==> src/design/div_data_pkg.sv <==
/*
 * Data widths, word-level typedefs and constants for the divide unit.
 * Also the raw quotient/remainder struct driven by the iterative core.
 */
package div_data_pkg;

    // datapath width, RV32
    localparam int XLEN = 32;

    // one quotient bit per iteration
    localparam int DIV_CYCLES = XLEN;

    // counter has to reach DIV_CYCLES itself, hence the +1
    localparam int CNT_W = $clog2(DIV_CYCLES + 1);

    // operand / result word
    typedef logic [XLEN-1:0] word_t;

    // iteration counter
    typedef logic [CNT_W-1:0] count_t;

    // architected constants used by the special cases
    localparam word_t WORD_MIN  = {1'b1, {(XLEN-1){1'b0}}};  // most negative value
    localparam word_t WORD_ONES = {XLEN{1'b1}};              // all ones, also -1 signed
    localparam word_t WORD_ZERO = {XLEN{1'b0}};

    // raw core output, both fields are unsigned magnitudes
    typedef struct packed {
        word_t quot;  // raw quotient
        word_t rem;   // raw remainder
    } core_result_t;

endpackage

==> src/design/div_op_pkg.sv <==
/*
 * Operation encoding, request struct, sign/exception flags and the
 * control FSM states of the divide unit.
 */
package div_op_pkg;

    // low two bits of the M-extension funct3 for the divide group
    typedef enum logic [1:0] {
        DIV  = 2'b00,  // signed quotient
        DIVU = 2'b01,  // unsigned quotient
        REM  = 2'b10,  // signed remainder
        REMU = 2'b11   // unsigned remainder
    } div_op_t;

    // request as presented by the execute stage
    typedef struct packed {
        div_op_t             op;
        div_data_pkg::word_t dividend;  // rs1
        div_data_pkg::word_t divisor;   // rs2
    } div_req_t;

    // per-division fixup information, captured at start
    typedef struct packed {
        logic neg_quot;  // operand signs differ on a signed op
        logic neg_rem;   // dividend negative on a signed op
        logic div_zero;  // divisor == 0
        logic overflow;  // WORD_MIN / -1 on a signed op
    } div_flags_t;

    // top level control
    typedef enum logic [1:0] {
        IDLE,  // waiting for start
        RUN,   // core iterating
        DONE   // result held until ack
    } div_state_t;

endpackage

==> src/design/div_radix2.sv <==
/*
 * Iterative radix-2 restoring divider on unsigned magnitudes.
 * One quotient bit per cycle, complete held until ack.
 */
`timescale 1ns/1ps

module div_radix2 (
    input  logic                       clk,
    input  logic                       rst,
    input  logic                       start,
    input  logic                       ack,
    input  div_data_pkg::word_t        dividend,
    input  div_data_pkg::word_t        divisor,
    output div_data_pkg::core_result_t res,
    output logic                       complete
);
    import div_data_pkg::*;

    word_t           divisor_r;  // divisor held for the whole division
    word_t           quot_r;     // dividend bits leave at the top, quotient bits enter below
    word_t           rem_r;      // restored partial remainder, always < divisor
    count_t          count;      // iterations done so far
    logic            running;
    logic            iter_done;

    logic [XLEN:0]   pr_shift;   // partial remainder with next dividend bit appended
    logic [XLEN+1:0] pr_diff;    // trial subtraction, extra bit for the borrow
    logic            sub_neg;    // trial went negative, restore

    assign pr_shift  = {rem_r, quot_r[XLEN-1]};
    assign pr_diff   = {1'b0, pr_shift} - {2'b00, divisor_r};
    assign sub_neg   = pr_diff[XLEN+1];
    assign iter_done = (count == count_t'(DIV_CYCLES));

    // iteration control
    always_ff @(posedge clk) begin
        if (rst) begin
            running <= 1'b0;
            count   <= '0;
        end else if (start) begin
            running <= 1'b1;  // operands loaded this edge
            count   <= '0;
        end else if (running) begin
            if (iter_done) begin
                running <= 1'b0;  // last step was the previous edge
            end else begin
                count <= count + 1'b1;
            end
        end
    end

    // datapath, no reset needed
    always_ff @(posedge clk) begin
        if (start) begin
            divisor_r <= divisor;
            quot_r    <= dividend;
            rem_r     <= WORD_ZERO;
        end else if (running && !iter_done) begin
            // keep the difference only when it did not borrow
            rem_r  <= sub_neg ? pr_shift[XLEN-1:0] : pr_diff[XLEN-1:0];
            quot_r <= {quot_r[XLEN-2:0], ~sub_neg};
        end
    end

    // rises one edge after the 32nd step, drops on the edge that sees ack
    always_ff @(posedge clk) begin
        if (rst) begin
            complete <= 1'b0;
        end else if (running && iter_done) begin
            complete <= 1'b1;
        end else if (ack) begin
            complete <= 1'b0;
        end
    end

    // with a zero divisor every trial succeeds: quot all ones, rem = dividend
    assign res.quot = quot_r;
    assign res.rem  = rem_r;

    // complete comes exactly DIV_CYCLES+1 edges after the start edge
    a_complete_after_start: assert property (
        @(posedge clk) disable iff (rst)
        $rose(complete) |-> $past(start, DIV_CYCLES + 2)
    ) else $error("core complete rose without a start %0d cycles earlier", DIV_CYCLES + 1);

endmodule

==> src/design/div_sign_unit.sv <==
/*
 * Operand magnitudes, result signs and special-case detection.
 * Flags and op are latched at start for the result stage.
 */
`timescale 1ns/1ps

module div_sign_unit (
    input  logic                   clk,
    input  logic                   rst,
    input  logic                   start,
    input  div_op_pkg::div_req_t   req,
    output div_data_pkg::word_t    dividend_mag,
    output div_data_pkg::word_t    divisor_mag,
    output div_op_pkg::div_flags_t flags,
    output div_op_pkg::div_op_t    op
);
    import div_data_pkg::*;
    import div_op_pkg::*;

    logic       signed_op;  // DIV or REM
    logic       dvd_neg;    // dividend counts as negative
    logic       dvs_neg;    // divisor counts as negative
    div_flags_t flags_d;

    assign signed_op = (req.op == DIV) || (req.op == REM);
    assign dvd_neg   = signed_op && req.dividend[XLEN-1];
    assign dvs_neg   = signed_op && req.divisor[XLEN-1];

    // magnitudes go straight to the core in the start cycle
    // WORD_MIN maps onto itself, which is the right unsigned magnitude
    assign dividend_mag = dvd_neg ? -req.dividend : req.dividend;
    assign divisor_mag  = dvs_neg ? -req.divisor : req.divisor;

    assign flags_d.neg_quot = dvd_neg ^ dvs_neg;  // quotient truncates toward zero
    assign flags_d.neg_rem  = dvd_neg;            // remainder follows the dividend
    assign flags_d.div_zero = (req.divisor == WORD_ZERO);
    assign flags_d.overflow = signed_op
                            && (req.dividend == WORD_MIN)
                            && (req.divisor == WORD_ONES);

    // held until the next accepted start
    always_ff @(posedge clk) begin
        if (rst) begin
            flags <= '0;
            op    <= DIVU;
        end else if (start) begin
            flags <= flags_d;
            op    <= req.op;
        end
    end

    // a divisor of zero can never also be -1
    a_flags_exclusive: assert property (
        @(posedge clk) disable iff (rst)
        !(flags.div_zero && flags.overflow)
    ) else $error("div_zero and overflow both set");

endmodule

==> src/design/div_result_mux.sv <==
/*
 * Result stage with sign fixup of the raw core outputs, architected
 * special-case values, quotient/remainder select and output register.
 */
`timescale 1ns/1ps

module div_result_mux (
    input  logic                       clk,
    input  logic                       rst,
    input  logic                       complete,
    input  logic                       ack,
    input  div_data_pkg::core_result_t core,
    input  div_op_pkg::div_flags_t     flags,
    input  div_op_pkg::div_op_t        op,
    output div_data_pkg::word_t        result,
    output logic                       done
);
    import div_data_pkg::*;
    import div_op_pkg::*;

    word_t quot_adj;  // signed-corrected quotient
    word_t rem_adj;   // signed-corrected remainder
    word_t quot_fin;
    word_t rem_fin;
    word_t result_d;
    logic  load;      // first cycle of complete

    assign quot_adj = flags.neg_quot ? -core.quot : core.quot;
    assign rem_adj  = flags.neg_rem ? -core.rem : core.rem;

    always_comb begin
        quot_fin = quot_adj;
        rem_fin  = rem_adj;  // with div_zero this is already the original dividend
        if (flags.div_zero) begin
            quot_fin = WORD_ONES;
        end else if (flags.overflow) begin
            quot_fin = WORD_MIN;
            rem_fin  = WORD_ZERO;
        end
    end

    assign result_d = ((op == REM) || (op == REMU)) ? rem_fin : quot_fin;

    // done is still low on the edge right after complete rises
    assign load = complete && !done;

    always_ff @(posedge clk) begin
        if (rst) begin
            done <= 1'b0;
        end else if (load) begin
            done <= 1'b1;
        end else if (ack) begin
            done <= 1'b0;  // core drops complete on the same edge
        end
    end

    always_ff @(posedge clk) begin
        if (load) begin
            result <= result_d;
        end
    end

    a_result_stable: assert property (
        @(posedge clk) disable iff (rst)
        done && !ack |=> done && $stable(result)
    ) else $error("result changed or done dropped before ack");

endmodule

==> src/design/div_unit.sv <==
/*
 * Divide unit top level: start gating FSM, busy, and the wiring of
 * sign unit, radix-2 core and result stage.
 */
`timescale 1ns/1ps

module div_unit (
    input  logic                 clk,
    input  logic                 rst,
    input  logic                 start,
    input  div_op_pkg::div_req_t req,
    input  logic                 ack,
    output div_data_pkg::word_t  result,
    output logic                 done,
    output logic                 busy
);
    import div_data_pkg::*;
    import div_op_pkg::*;

    div_state_t   state;
    logic         start_ok;       // start accepted in IDLE only
    logic         core_complete;
    word_t        dividend_mag;
    word_t        divisor_mag;
    core_result_t core_res;
    div_flags_t   flags;
    div_op_t      op_q;           // op latched by the sign unit

    assign start_ok = start && (state == IDLE);
    assign busy     = (state != IDLE);

    always_ff @(posedge clk) begin
        if (rst) begin
            state <= IDLE;
        end else begin
            case (state)
                IDLE:    if (start) state <= RUN;
                RUN:     if (core_complete) state <= DONE;  // same edge as done rising
                DONE:    if (ack) state <= IDLE;           // same edge as done falling
                default: state <= IDLE;
            endcase
        end
    end

    div_sign_unit sign_i (
        .clk          (clk),
        .rst          (rst),
        .start        (start_ok),
        .req          (req),
        .dividend_mag (dividend_mag),
        .divisor_mag  (divisor_mag),
        .flags        (flags),
        .op           (op_q)
    );

    div_radix2 core_i (
        .clk      (clk),
        .rst      (rst),
        .start    (start_ok),
        .ack      (ack),
        .dividend (dividend_mag),
        .divisor  (divisor_mag),
        .res      (core_res),
        .complete (core_complete)
    );

    div_result_mux mux_i (
        .clk      (clk),
        .rst      (rst),
        .complete (core_complete),
        .ack      (ack),
        .core     (core_res),
        .flags    (flags),
        .op       (op_q),
        .result   (result),
        .done     (done)
    );

    a_no_start_while_busy: assert property (
        @(posedge clk) disable iff (rst)
        start |-> !busy
    ) else $error("start while busy, request dropped");

    // result stage and control FSM must agree on when the result is out
    a_done_matches_fsm: assert property (
        @(posedge clk) disable iff (rst)
        done |-> (state == DONE)
    ) else $error("done high outside the DONE state");

endmodule

==> config.mk <==
export PLATFORM = sky130hd
export DESIGN_NAME = div_unit
export DESIGN_NICKNAME = d
export VERILOG_FILES = /design/src/design/div_data_pkg.sv /design/src/design/div_op_pkg.sv /design/src/design/div_radix2.sv /design/src/design/div_sign_unit.sv /design/src/design/div_result_mux.sv /design/src/design/div_unit.sv
export SDC_FILE = /design/constraint.sdc
export NUM_CORES = 1
export LEC_CHECK = 0
export BUFFER_PORTS_ARGS = -buffer_cell sky130_fd_sc_hd__buf_2
export CAP_MARGIN = 10
export CORE_MARGIN = 2
export CORE_UTILIZATION = 34
export DETAILED_ROUTE_END_ITERATION = 10
export PLACE_DENSITY = 0.58
export SETUP_SLACK_MARGIN = 0.3
export SLEW_MARGIN = 10
export SYNTH_ARGS = -nofsm -noshare
export SYNTH_HDL_FRONTEND = slang
export SYNTH_HIERARCHICAL = 1
export SYNTH_SLANG_ARGS = --single-unit
==> constraint.sdc <==
create_clock -name clk -period 4.2 [get_ports clk]
set_input_delay 0.84 -clock clk [delete_from_list [all_inputs] [get_ports clk]]
set_output_delay 0.84 -clock clk [all_outputs]
set_load 0.02 [all_outputs]
# Word level (Yosys, flattened, before mapping)
# Cells that the tools add are included.
# op_classes
n_addsub	6
multipliers	0
n_div	0
magnitude_cmp	0
n_eq_ne	11
shift	0
n_mux	22
bitwise	3
reduce_logical	22
# op_table
op	n
$mux 32	12
$neg 32->32	4
$eq 32x32->1 const B	2
$sub 33x32->34	1
$logic_not 32->1	1
$eq 2x2->1 const B	4
$logic_and 1x1->1	8
$reduce_bool 2->1	4
$add 6x1->6 const B	1
$eq 6x6->1 const B	1
$mux 1	6
$mux 2	3
$pmux 2 s3	1
$logic_not 2->1	2
$ne 2x2->1 const B	2
$reduce_and 3->1	1
$eq 2x1->1 const B	1
$logic_not 1->1	2
$logic_or 1x1->1	2
$ne 2x1->1 const B	1
$not 1->1	2
$reduce_and 2->1	1
$reduce_or 2->1	1
$xor 1x1->1	1
# word_totals
reg_bits	145
latch_bits	0
mem_bits_rw	0
romBits	0
inputBits	70
out_inout_bits	34
word_cells	78
n_memories	0

# Longest topological paths before layout
# depth
depth_word	5
mapped_depth	13
mapped_depth_nobuf	12

# Modules after synthesis
# Netlist, hierarchy kept.
# by_module_without_submodules
mod	n_inst	cells_per_inst	area_per_inst_um2
div_radix2	1	604	5955.7
div_result_mux	1	371	3136.8
div_sign_unit	1	245	1690.4
div_unit	1	11	100.1

# Least setup slack after synthesis
# No wires, ideal clock.
# synth_path
path_type	input port to flip-flop
startpoint	input port start
endpoint	register core_i.quot_r[0] (enable)
arrival_time_ns	3.458
required_ns	3.810
setup_slack_ns	0.352
path_stages	5
n_path_buf	1
cell_sequence	inv_1 nor2_1 clkbuf_1 inv_1 nand2_1
# synth_between
elab_chain_cells	2
# synth_lines
element	line	source
from (decl)	div_unit.sv:10	input logic start,
$logic_and 1x1->1	div_unit.sv:29	assign start_ok = start && (state == IDLE);
named net start_ok	div_unit.sv:21	logic start_ok;
$reduce_bool 2->1 (no source line)	n/a	
to (signal assigned)	div_radix2.sv:56	quot_r <= dividend;
to (signal assigned)	div_radix2.sv:61	quot_r <= {quot_r[XLEN-2:0], ~sub_neg};
to (decl)	div_radix2.sv:20	word_t quot_r;
# The timed path passes the listed nets, and every way through them passes these cells.
# A chain may end at the register's enable or synchronous reset.

# Worst setup path after layout
# layout_path
startpoint	register core_i.rem_r[7]
endpoint	register core_i.rem_r[4]
# layout_between
elab_chain_cells	2
# layout_lines
element	line	source
from (decl)	div_radix2.sv:21	word_t rem_r;
from (signal assigned)	div_radix2.sv:60	rem_r <= sub_neg ? pr_shift[XLEN-1:0] : pr_diff[XLEN-1:0];
$sub 33x32->34	div_radix2.sv:31	assign pr_diff = {1'b0, pr_shift} - {2'b00, divisor_r};
$mux 32	div_radix2.sv:60	
# No other way between the ends.

==> impl_metrics.json <==
{
  "grt.overflow.total": 0,
  "max_stage_delay_ps": 580,
  "worstPathBufferInverterCount": 2,
  "power_frac_clock_pct": 29.5,
  "peakVddDrop_uv": 263,
  "cts_tree": "built",
  "wire_per_inst_um": 18.5,
  "diodes": 0,
  "crit_chain": "ha_1 -> nand4_2 -> or3_1 -> a21oi_2 -> o31ai_2 -> buf_4 -> a2111oi_4 -> nor2_2 -> buf_12 -> or3_1 -> a311oi_1",
  "nFillCells": 3161,
  "netlist_area_um2": 10800,
  "power.density_nw_per_um2": 415,
  "cts.sink_count": 144,
  "h-tree-depth": 4,
  "clkSlewWorstSetupHoldPaths_ps": 60,
  "grt_usage_pct": 19.1,
  "hpwl_mm": 24.3,
  "final-hold-violation-count": 0,
  "switching_share_pct": 36.4,
  "area_growth_pct": 14.0,
  "crit_required_ps": 4530,
  "cts_made_buffers": 17,
  "drc": 0,
  "min_path_type": "flop to flop",
  "leakagePower_nw": 4.59,
  "wl_mm": 31.9,
  "final_cell_mix": "nor2_1, buf_2, nand2_1",
  "p_int_w": 0.00326,
  "ios": 104,
  "switchingPower_w": 0.00187,
  "cts-root-buf": "clkbuf_16",
  "dr.pass1.iters": 5,
  "worst_pin_slew_ps": 1090,
  "dr_total_vias": 9813,
  "pwr-share-comb_pct": 33.1,
  "die_w_um": 183,
  "drtIter0Drc": 933,
  "crit_type": "flop to flop",
  "grt_pass1_vias": 9040,
  "utilization_pct": 39.3,
  "rsz0062_at_grt": "no",
  "avgSynthCellArea_um2": 8.83,
  "routabilityCongestion": 0.888,
  "via_per_inst": 5.69,
  "grt_pass1_wl_mm": 50.2,
  "yosys_warnings": 6,
  "grt_start_max_net_pins": 51,
  "max-clock-path-buffers": 2,
  "post-route-period-util_pct": 84.5,
  "start_util_pct": 34.5,
  "maxCapViolations": 0,
  "status": "finished clean",
  "die_y_um": 183,
  "fin_skew_ps": 11.5,
  "ant_nets": 0,
  "end_kind": "flop",
  "start_kind": "flop",
  "critPathArrivalTime_ps": 3880,
  "slew_viol_final": 0,
  "rows": 65,
  "crit_slowest_cell": "a2111oi_4",
  "layout.area.seq_um2": 3840,
  "syn_nets": 1338,
  "setup_tns_ps": 0,
  "crit_family": "simple AND/OR/NAND/NOR gates",
  "clock_latency_ps": 430,
  "final_layout_size_suffix_gt1_share_pct": 16.3,
  "cp_common_cell": "or3_1",
  "mostFrequentLayoutCell": "nor2_1",
  "syn_inst": 1228,
  "coreArea_um2": 31500,
  "fin_crit_ps": 3550,
  "max_slew_margin_pct": 27.6,
  "cp_max_fo": 24,
  "power_frac_seq_pct": 37.5,
  "multi_input_area_um2": 6540,
  "dieArea_um2": 33400,
  "setup_viol": 0,
  "antenna_found_initial": 0,
  "max_clock_freq_mhz": 282,
  "nNetsFinal": 1420,
  "io_buffers": 103
}
## layout make-up
type	count	area share, %
well taps	402	4.07
multi-input cells	965	52.8
clock inverters	9	0.779
repair buffers	123	5.48
inverters	59	1.79
flip-flops and latches	144	31.1
clock buffers	23	3.96
## sequential cells by signal, indices dropped and copies added (netlist names)
register,cells
core_i/complete,1
core_i/count,6
core_i/divisor_r,32
core_i/quot_r,32
core_i/rem_r,32
core_i/running,1
mux_i/done,1
mux_i/result,32
sign_i/flags,4
sign_i/op,1
state,2
## stage by stage
stage	worst slack [ps]	hold slack, ps	total power [W]	std cells	area (µm²)
floorplan	352	413	0.00309	1228	10800
global placement	634	448	0.00360	1693	11800
detailed placement	490	448	0.00361	1693	11800
CTS	483	472	0.00513	1725	12400
global route	365	510	0.00542	1725	12400
finish	650	469	0.00513	1725	12400
## worst register-to-register path, stage by stage, from the launching register on
cell and delay, ps:
dfxtp_1 390, ha_1 430, nand4_2 160, or3_1 390
a21oi_2 160, o31ai_2 90, buf_4 160, a2111oi_4 580
nor2_2 230, buf_12 220, or3_1 370, a311oi_1 270
## path summary, 6_finish.rpt
kind	from	end	slack [ps]	cells past startpoint
max	core_i/rem_r[7]$_SDFFE_PP0P_	core_i/rem_r[4]$_SDFFE_PP0P_	650	11
min	state[1]$_SDFFE_PP0P_	state[0]$_SDFFE_PP0P_	470	1
max reg2reg	core_i/rem_r[7]$_SDFFE_PP0P_	core_i/rem_r[4]$_SDFFE_PP0P_	650	11
min reg2reg	state[1]$_SDFFE_PP0P_	state[0]$_SDFFE_PP0P_	470	1
## what timing repair did
action	CTS	global route
buffers inserted	0	0
setup endpoints to repair	0	9
hold endpoints to repair	0	0
gates resized for setup	0	1
hold buffers	0	0
## power by group through the flow
stage	clock network [W]	registers, W	logic, W
finish	0.00151	0.00192	0.00170
CTS	0.00154	0.00192	0.00167
detailed placement	0	0.00195	0.00166
floorplan	0	0.00187	0.00122
global route	0.00161	0.00195	0.00187
global placement	0	0.00195	0.00165
## per-layer routing
metal	wire length [µm]	track usage, %
met5	0	0
met4	783	6.45
met3	1750	3.07
met2	14700	30.7
met1	14700	26.0
(Power assumes the default switching activity.)
